### src/mmc5_pkg.sv
// Shared MMC5 constants and the PRG selector type, referenced by scoped names from the RTL
`default_nettype none

package mmc5_pkg;

	// Upper address bits of the CPU-side windows
	localparam logic [5:0] reg_base_hi   = 6'b010100; // $5000-$53FF
	localparam logic [5:0] exram_base_hi = 6'b010111; // $5C00-$5FFF

	// Register offsets inside the $5000 window
	localparam logic [9:0] reg_prg_mode      = 10'h100;
	localparam logic [9:0] reg_chr_mode      = 10'h101;
	localparam logic [9:0] reg_protect_1     = 10'h102; // Key 2'b10 unlocks
	localparam logic [9:0] reg_protect_2     = 10'h103; // Key 2'b01 unlocks
	localparam logic [9:0] reg_exram_mode    = 10'h104;
	localparam logic [9:0] reg_mirroring     = 10'h105;
	localparam logic [9:0] reg_prg_ram_bank  = 10'h113;
	localparam logic [9:0] reg_prg_bank_0    = 10'h114;
	localparam logic [9:0] reg_prg_bank_1    = 10'h115;
	localparam logic [9:0] reg_prg_bank_2    = 10'h116;
	localparam logic [9:0] reg_prg_bank_3    = 10'h117;
	localparam logic [9:0] reg_chr_bank_base = 10'h120; // $5120-$512B, twelve banks
	localparam logic [9:0] reg_chr_upper     = 10'h130;
	localparam logic [9:0] reg_irq_scanline  = 10'h203;
	localparam logic [9:0] reg_irq_status    = 10'h204; // Enable on write, status on read
	localparam logic [9:0] reg_mult_1        = 10'h205;
	localparam logic [9:0] reg_mult_2        = 10'h206;

	localparam int prg_aw         = 22; // PRG address out
	localparam int chr_aw         = 22; // CHR address out
	localparam int chr_bank_w     = 10; // 2 upper bits plus written byte
	localparam int chr_bank_count = 12;
	localparam int prg_page_w     = 13; // 8 kB page offset

	localparam logic [5:0] prg_ram_page = 6'h3C; // Save RAM sits high in PRG space
	localparam logic [1:0] chr_space    = 2'b10;
	localparam int         irq_last_line = 240;  // Compare must stay below

	// One selector word, decoded by its top bit
	typedef union packed {
		struct packed {
			logic       is_rom;
			logic [6:0] bank;
		} rom;
		struct packed {
			logic       is_rom;
			logic [3:0] unused;
			logic [2:0] bank;   // 64 kB of RAM at most
		} ram;
	} prg_sel_u;

endpackage

`default_nettype wire

### src/mmc5_cfg_if.sv
// Configuration register bundle, written by the register file and read by the mapping blocks
`timescale 1ns/1ps
`default_nettype none

interface mmc5_cfg_if;

	logic [1:0] prg_mode;
	logic [1:0] chr_mode;
	logic       prg_protect_1;  // Key matched on $5102
	logic       prg_protect_2;  // Key matched on $5103
	logic [1:0] exram_mode;
	logic [7:0] mirroring;      // Two bits per nametable
	logic [2:0] prg_ram_bank;
	logic [7:0] prg_bank_0;     // Bit 7 selects ROM
	logic [7:0] prg_bank_1;
	logic [7:0] prg_bank_2;
	logic [6:0] prg_bank_3;     // Always ROM
	logic [mmc5_pkg::chr_bank_count-1:0][mmc5_pkg::chr_bank_w-1:0] chr_bank;
	logic       chr_last;       // Set written last, 1 for $5128-$512B
	logic [7:0] irq_scanline;
	logic       irq_enable;
	logic [7:0] mult_1;
	logic [7:0] mult_2;

	modport regs (
		output prg_mode, chr_mode, prg_protect_1, prg_protect_2, exram_mode, mirroring,
		output prg_ram_bank, prg_bank_0, prg_bank_1, prg_bank_2, prg_bank_3,
		output chr_bank, chr_last, irq_scanline, irq_enable, mult_1, mult_2
	);

	modport prg (
		input prg_mode, prg_protect_1, prg_protect_2, prg_ram_bank,
		input prg_bank_0, prg_bank_1, prg_bank_2, prg_bank_3
	);

	modport chr (input chr_mode, chr_bank, chr_last, mirroring);

	modport irq (input irq_scanline, irq_enable);

	modport cpu (input exram_mode, mult_1, mult_2);

endinterface

`default_nettype wire

### src/mmc5_scanline_irq.sv
// Scanline compare IRQ with its pending flag, cleared by the $5204 status read
`timescale 1ns/1ps
`default_nettype none

module mmc5_scanline_irq (
	input  logic       clk,
	input  logic       rst_n,
	input  logic       ce,
	input  logic       ppu_ce,
	input  logic       ppu_in_frame,
	input  logic [8:0] ppu_scanline,
	input  logic       status_read,  // CPU read of $5204
	mmc5_cfg_if.irq    cfg,
	output logic       irq_pending,
	output logic       irq
);

	logic last_line_bit;  // Bit 0 of the previous scanline
	logic irq_trig;

	// Zero and lines from 240 up never fire
	assign irq_trig = (cfg.irq_scanline != 8'd0) &&
		(int'(cfg.irq_scanline) < mmc5_pkg::irq_last_line) &&
		(ppu_scanline == {1'b0, cfg.irq_scanline});

	always_ff @(posedge clk) begin
		if (!rst_n) begin
			last_line_bit <= 1'b0;
			irq_pending   <= 1'b0;
		end else if (ce || ppu_ce) begin
			last_line_bit <= ppu_scanline[0];
			if (status_read || !ppu_in_frame)
				irq_pending <= 1'b0;   // Clear wins over set
			else if ((ppu_scanline[0] != last_line_bit) && irq_trig)
				irq_pending <= 1'b1;   // New line matched
		end
	end

	assign irq = irq_pending && cfg.irq_enable;

endmodule

`default_nettype wire

### src/flat_wrapper.sv
// flat-port wrapper written by rule: the top's interface ports become plain ports
module mmc5_scanline_irq_flat 
  (clk, rst_n, ce, ppu_ce, ppu_in_frame, ppu_scanline, status_read, irq_pending, irq, cfg_irq_scanline, cfg_irq_enable);
  mmc5_cfg_if cfg_i ();
  input  logic clk;
  input  logic rst_n;
  input  logic ce;
  input  logic ppu_ce;
  input  logic ppu_in_frame;
  input  logic [8:0] ppu_scanline;
  input  logic status_read;
  output logic irq_pending;
  output logic irq;
  input wire logic [$bits(cfg_i.irq_scanline)-1:0] cfg_irq_scanline;
  input wire logic [$bits(cfg_i.irq_enable)-1:0] cfg_irq_enable;
  assign cfg_i.irq_scanline = cfg_irq_scanline;
  assign cfg_i.irq_enable = cfg_irq_enable;
  mmc5_scanline_irq u_core (.clk(clk), .rst_n(rst_n), .ce(ce), .ppu_ce(ppu_ce), .ppu_in_frame(ppu_in_frame), .ppu_scanline(ppu_scanline), .status_read(status_read), .cfg(cfg_i), .irq_pending(irq_pending), .irq(irq));
endmodule
### config.mk
export PLATFORM = sky130hd
export DESIGN_NAME = mmc5_scanline_irq_flat
export DESIGN_NICKNAME = d
export VERILOG_FILES = /design/src/mmc5_pkg.sv /design/src/mmc5_cfg_if.sv /design/src/mmc5_scanline_irq.sv /design/src/flat_wrapper.sv
export SDC_FILE = /design/constraint.sdc
export NUM_CORES = 1
export LEC_CHECK = 0
export BUFFER_PORTS_ARGS = -buffer_cell sky130_fd_sc_hd__buf_2
export CAP_MARGIN = 20
export CELL_PAD_IN_SITES_DETAIL_PLACEMENT = 1
export CELL_PAD_IN_SITES_GLOBAL_PLACEMENT = 1
export CORE_AREA = 2 2 39 41
export DETAILED_ROUTE_END_ITERATION = 10
export DIE_AREA = 0 0 41 43
export GPL_ROUTABILITY_DRIVEN = 0
export PLACE_DENSITY_LB_ADDON = 0.08
export SLEW_MARGIN = 20
export SYNTH_ARGS = -nofsm -noshare
export SYNTH_HDL_FRONTEND = slang
export SYNTH_SLANG_ARGS = --single-unit
### constraint.sdc
create_clock -name clk -period 1.79 [get_ports clk]
set_input_delay 0.179 -clock clk [delete_from_list [all_inputs] [get_ports clk]]
set_output_delay 0.179 -clock clk [all_outputs]
set_load 0.02 [all_outputs]
==> reports/results.ini, run 1 <==
[outcome]
status=finished, final reports clean

[setup_path]
reg2reg_depth=4
cp_max_fo=2
worstPathRequired_ns=1.93
r2r-start=u_core.last_line_bit$_SDFFE_PN0P_
endpoint_kind=register
cp.arrival_ns=1.32
crit_type=reg2reg
reg2reg_to=u_core.irq_pending$_SDFFE_PN0P_
r2r_slack_ns=0.61
start_kind=register

[synth]
ys_seq_elements=2
ys_seq_area_share_pct=18.8
synth_cell_type_count=18
ys_warn_count=0
syn_area_um2=213
synth_cells=28
syn_area_per_cell_um2=7.60
syn_nets=52

[die]
initial_core_util_pct=15.4
rows=14
die_w_um=41
die_area_um2=1760
coreArea_um2=1380
die_h_um=43
io_pins=26

[timing]
tns_ns=0
fmax_mhz=847
final_max_slew_viol_count=0
skew_ns=0.00229
final-setup-viol-count=0
post-route-period-util_pct=65.9
min_period_ns=1.18
hold_viol=0
rsz0062_at_grt=false
relSlewSlack_pct=78.8
worst_slew_pin_slew_ns=0.317

[placement]
placed_area_um2=358
io_buffers=25

[grt]
grt_antenna_before_repair=0
overflow=0
grt_pass1_vias=324
grt_max_degree=5
grt_util_all_layers_pct=11.3
grt_pass1_wl_um=1350

[power]
swShare_pct=24.8
power.total_w=0.000202
power_frac_comb_pct=27.1
p_int_w=0.000151
ir_drop_uv=138
leakagePower_nw=0.182
power.share.clock_pct=49.6
power_density_nw_per_um2=530
seq_power_share_pct=23.3
p_sw_w=0.0000500

[clocking]
insertion_delay_ns=0.22
cts_sinks=2
cts_setup_buffers=0
holdBufCountCts=0
cts_buffer_depth=2
path_clk_slew_ns=0.03
cts_tree=yes
cts_buffers=3
cts-root-buf=clkbuf_4
cts_resized=0
h-tree-depth=1

[hold_path]
worstHoldPathCells=2
hp-start=rst_n
hold_path.class=in2reg
min_to=u_core.last_line_bit$_SDFFE_PN0P_

[run]
maxCapViolCount=0

[drt]
post-route-drc-count=0
dr_total_vias=302
via_per_inst=4.19
drtIter0Drc=0
drt_wl_total_um=719
dr.pass1.iters=1
wl_per_cell_um=9.99
final_antenna_net_count=0

[layout]
nFillCells=183
syn_to_final_growth_pct=78.8
drive_above_1_share_pct=50.0
fin_nets=82
final_area_um2=380
final_common_cell=buf_2
antenna_cells=0
final_cell_mix=25 x buf_2, 5 x xor2_1, 3 x clkbuf_4

-- area by class of cell --
class / count / area, um2 / share of cell area, %
Multi-Input combinational cell: 24 / 165 / 43.4
Sequential cell: 2 / 40.0 / 10.5
Tap cell: 16 / 20.0 / 5.26
Timing Repair Buffer: 25 / 125 / 32.9
Clock buffer: 3 / 22.5 / 5.92
Inverter: 2 / 7.51 / 1.97
-- registers in the layout, indices dropped and copies added, names as in the netlist --
register,count
u_core.irq_pending,1
u_core.last_line_bit,1
-- synth_stat cells --
cell type | count | area [um2]
a2111oi_1 | 1 | 10.0
a211oi_1 | 1 | 7.51
a21boi_0 | 1 | 7.51
a31oi_1 | 1 | 6.26
and2_1 | 1 | 6.26
and3_1 | 1 | 6.26
dfxtp_1 | 2 | 40.0
inv_1 | 2 | 7.51
nand2_1 | 1 | 3.75
nand4_1 | 1 | 6.26
nor2_1 | 1 | 3.75
nor2b_1 | 1 | 6.26
nor3_1 | 2 | 10.0
nor4_1 | 2 | 12.5
o211ai_1 | 1 | 7.51
o21ai_0 | 2 | 10.0
xnor2_1 | 2 | 17.5
xor2_1 | 5 | 43.8
-- routing by layer --
| metal | part of all wire, % | vias to the layer above | track usage (%) |
|---|---|---|---|
| met1 | 38 | 131 | 14.7 |
| met4 | 0 | 0 | 6.00 |
| met2 | 54 | 12 | 15.9 |
| met5 | 0 | - | 0 |
| li1 | - | 159 | - |
| met3 | 8.1 | 0 | 3.66 |
-- critical path: stages (launching register included) --
cell and delay (ns):
dfxtp_1 0.32, inv_1 0.05, a2111oi_1 0.35, o211ai_1 0.14
a211oi_1 0.23
-- per-stage QoR --
stage | worst slack, ns | util (%) | hold slack, ns | cells
final | 0.610 | 27.5 | 0.221 | 72
after global placement | 0.535 | 25.9 | 0.454 | 69
after detailed placement | 0.544 | 25.9 | 0.454 | 69
after CTS | 0.600 | 27.5 | 0.211 | 72
after floorplan | 0.683 | - | 0.323 | 28
after global routing | 0.423 | 27.5 | 0.216 | 72
-- logic make-up after synthesis --
family | after synthesis | synth area share (%)
AO/OA/AOI/OAI | 7 | 22.9
XOR/XNOR | 7 | 28.8
buffers and inverters | 2 | 3.53
flip-flops | 2 | 18.8
AND/OR/NAND/NOR | 10 | 25.9
-- worst max path at each step --
| stage | start | end | slack, ns | cells past startpoint |
|---|---|---|---|---|
| after global placement | cfg_irq_scanline[7] | u_core.irq_pending$_SDFFE_PN0P_ | 0.53 | 5 |
| after global routing | u_core.last_line_bit$_SDFFE_PN0P_ | u_core.irq_pending$_SDFFE_PN0P_ | 0.42 | 4 |
| after floorplan | u_core.last_line_bit$_SDFFE_PN0P_ | u_core.irq_pending$_SDFFE_PN0P_ | 0.68 | 4 |
| final | u_core.last_line_bit$_SDFFE_PN0P_ | u_core.irq_pending$_SDFFE_PN0P_ | 0.61 | 4 |
| after detailed placement | cfg_irq_scanline[7] | u_core.irq_pending$_SDFFE_PN0P_ | 0.54 | 5 |
| after CTS | u_core.last_line_bit$_SDFFE_PN0P_ | u_core.irq_pending$_SDFFE_PN0P_ | 0.60 | 4 |
-- power groups by stage --
stage               clock (W)  combinational (W)  sequential, W
floorplan                   0          0.0000208      0.0000474
global placement            0          0.0000539      0.0000475
detailed placement          0          0.0000555      0.0000476
CTS                  0.000107          0.0000557      0.0000470
global route         0.000112          0.0000641      0.0000470
finish               0.000100          0.0000546      0.0000470
(Power assumes the default switching activity.)
==> run 2: changes to the inputs <==
--- a/config.mk
+++ b/config.mk
@@ -9,9 +9,9 @@
 export CAP_MARGIN = 20
 export CELL_PAD_IN_SITES_DETAIL_PLACEMENT = 1
 export CELL_PAD_IN_SITES_GLOBAL_PLACEMENT = 1
-export CORE_AREA = 2 2 39 41
+export CORE_MARGIN = 2
+export CORE_UTILIZATION = 15
 export DETAILED_ROUTE_END_ITERATION = 10
-export DIE_AREA = 0 0 41 43
 export GPL_ROUTABILITY_DRIVEN = 0
 export PLACE_DENSITY_LB_ADDON = 0.08
 export SLEW_MARGIN = 20
==> constraint.sdc (replaced) <==
create_clock -name clk -period 1.05 [get_ports clk]
set_input_delay 0.105 -clock clk [delete_from_list [all_inputs] [get_ports clk]]
set_output_delay 0.105 -clock clk [all_outputs]
set_load 0.02 [all_outputs]
==> reports/results.ini, run 2 (same netlist as run 1, synthesis figures left out) <==
[timing]
final-setup-viol-count=0  ; unchanged
relSlewSlack_pct=75.4  ; -3.4 points
final_max_slew_viol_count=0  ; unchanged
skew_ns=0.00292  ; +0.000633 ns
worst_slack_ns=0.0946  ; -0.515 ns
min_period_ns=0.955
holdWs_ns=0.143  ; -0.0780 ns
rsz0062_at_grt=true
hold_viol=0  ; unchanged
post-route-period-util_pct=91.0
worst_slew_pin_slew_ns=0.367  ; +0.0496 ns
fmax_mhz=1050

[grt]
grt_antenna_before_repair=0  ; unchanged
grt_pass1_wl_um=1380  ; +2.1%
grt_max_degree=5  ; unchanged
grt_util_all_layers_pct=10.1  ; -1.2 points
grt_pass1_vias=344  ; +6.2%
overflow=0  ; unchanged

[setup_path]
r2r-start=u_core.last_line_bit$_SDFFE_PN0P_
start_kind=register
worstPathRequired_ns=0.94  ; -0.99 ns
critPathMaxStageDelay_ns=0.35  ; about the same
cp.arrival_ns=0.85  ; -0.47 ns
reg2reg_to=u_core.irq_pending$_SDFFE_PN0P_
critPathTopFamily=flip-flops
crit_type=reg2out
reg2reg_depth=4  ; unchanged
path_buf_inv=1  ; unchanged
slowest_stage=dfxtp_1
cp_max_fo=4  ; +2
crit_chain=and2_1, buf_2
r2r_slack_ns=0.12  ; -0.49 ns
endpoint_kind=output pin

[layout]
multiInputGateArea_um2=189  ; +14%
nFillCells=173  ; -5.5%
syn_to_final_growth_pct=97.1
top_regs=u_core.irq_pending x1, u_core.last_line_bit x1
fin_nets=84  ; +2.4%
final_area_um2=419  ; +10%
drive_above_1_share_pct=58.6  ; +8.6 points
final_cell_mix=25 x buf_2, 5 x xor2_1, 3 x clkbuf_4
antenna_cells=0  ; unchanged
final-seq-area_um2=41.3  ; +3.1%
final_common_cell=buf_2

[power]
power.total_w=0.000359  ; +78%
p_int_w=0.000265  ; +75%
power_density_nw_per_um2=856  ; +62%
ir_drop_uv=299  ; +120%
swShare_pct=26.0  ; +1.2 points
p_sw_w=0.0000934  ; +87%
leakagePower_nw=0.194  ; +6.3%
power.share.clock_pct=46.5  ; -3.1 points
power_frac_comb_pct=30.9  ; +3.8 points
seq_power_share_pct=22.6  ; -0.7 points

[run]
maxCapViolCount=0  ; unchanged

[die]
rows=13  ; -1
initial_core_util_pct=16.1  ; +0.77 points
die_area_um2=1740  ; -1.6%
coreArea_um2=1320  ; -4.8%
die_h_um=41.7  ; -3.1%
die_w_um=41.7  ; +1.6%
io_pins=26  ; unchanged

[placement]
place_ws_ns=-0.0965  ; -0.641 ns
dpl.hpwl_um=720
io_buffers=25  ; unchanged
placed_area_um2=377  ; +5.2%

[drt]
final_antenna_net_count=0  ; unchanged
via_per_inst=4.41  ; +5.2%
dr.pass1.iters=1  ; unchanged
drtIter0Drc=0  ; unchanged
wl_per_cell_um=11.6  ; +17%
dr_total_vias=322  ; +6.6%
post-route-drc-count=0  ; unchanged
drt_wl_total_um=850  ; +18%

[hold_path]
min_to=u_core.last_line_bit$_SDFFE_PN0P_
worstHoldPathCells=2  ; unchanged
hp-start=rst_n
hold_path.class=in2reg

[clocking]
insertion_delay_ns=0.22  ; about the same
cts_buffer_depth=2  ; unchanged
path_clk_slew_ns=0.03  ; about the same
cts_buffers=3  ; unchanged
cts-root-buf=clkbuf_4
h-tree-depth=1  ; unchanged
cts_sinks=2  ; unchanged
cts_tree=yes

[outcome]
status=finished, final reports clean

[run 2: cell types whose count changed in the layout (fill, tap and decap cells not counted), sizes merged]
| cell | before | now |
|---|---|---|
| buf | 25 | 27 |
[run 2: stage by stage]
| stage | utilization (%) | cells | TNS, ns |
|---|---|---|---|
| floorplan | - | 28 | 0 |
| global placement | 28.6 | 70 | -0.104 |
| detailed placement | 28.6 | 70 | -0.0965 |
| CTS | 30.4 | 73 | 0 |
| global route | 31.8 | 73 | -0.00202 |
| finish | 31.8 | 73 | 0 |
[run 2: power by group through the flow]
stage	Combinational [W]	Clock, W	Sequential (W)
after floorplan	0.0000369	0	0.0000808
after global placement	0.0000992	0	0.0000810
after detailed placement	0.000105	0	0.0000810
after CTS	0.000105	0.000175	0.0000807
after global routing	0.000122	0.000200	0.0000810
final	0.000111	0.000167	0.0000810
[run 2: worst max-delay path by stage]
stage	startpoint	endpoint	slack, ns	depth (start not counted)
after floorplan	u_core.last_line_bit$_SDFFE_PN0P_	u_core.irq_pending$_SDFFE_PN0P_	0.02	4
after detailed placement	cfg_irq_scanline[7]	u_core.irq_pending$_SDFFE_PN0P_	-0.1	5
final	u_core.irq_pending$_SDFFE_PN0P_	irq	0.09	2
after CTS	u_core.last_line_bit$_SDFFE_PN0P_	u_core.irq_pending$_SDFFE_PN0P_	0.01	4
after global routing	u_core.irq_pending$_SDFFE_PN0P_	irq	-0.002	2
after global placement	cfg_irq_scanline[4]	u_core.irq_pending$_SDFFE_PN0P_	-0.10	5
[run 2: final cells by class]
| cell class | instances | share of cell area (%) |
|---|---|---|
| Clock buffer | 3 | 5.37 |
| Inverter | 2 | 1.79 |
| Multi-Input combinational cell | 24 | 45.1 |
| Sequential cell | 2 | 9.85 |
| Tap cell | 15 | 4.48 |
| Timing Repair Buffer | 27 | 33.4 |
[run 2: repair_timing]
action | in CTS | in global routing
cloned | 0 | 0
pin swaps | 3 | 2
gates resized for setup | 1 | 3
hold buffers | 0 | 0
endpoints found under the setup margin | 1 | 2
setup buffers | 0 | 0
[run 2: worst reg2reg max path, delay by kind of cell, from the launching register on]
kind / cells / cell delay [ns]
AO/OA/AOI/OAI: 3 / 0.47
flip-flops: 1 / 0.32
buffers and inverters: 1 / 0.05
[run 2: layer usage]
layer	vias up	track usage (%)	wire length, um
li1	164	-	-
met1	142	10.7	304
met2	16	18.4	475
met3	0	0.435	70
met4	0	7.74	0
met5	-	0	0
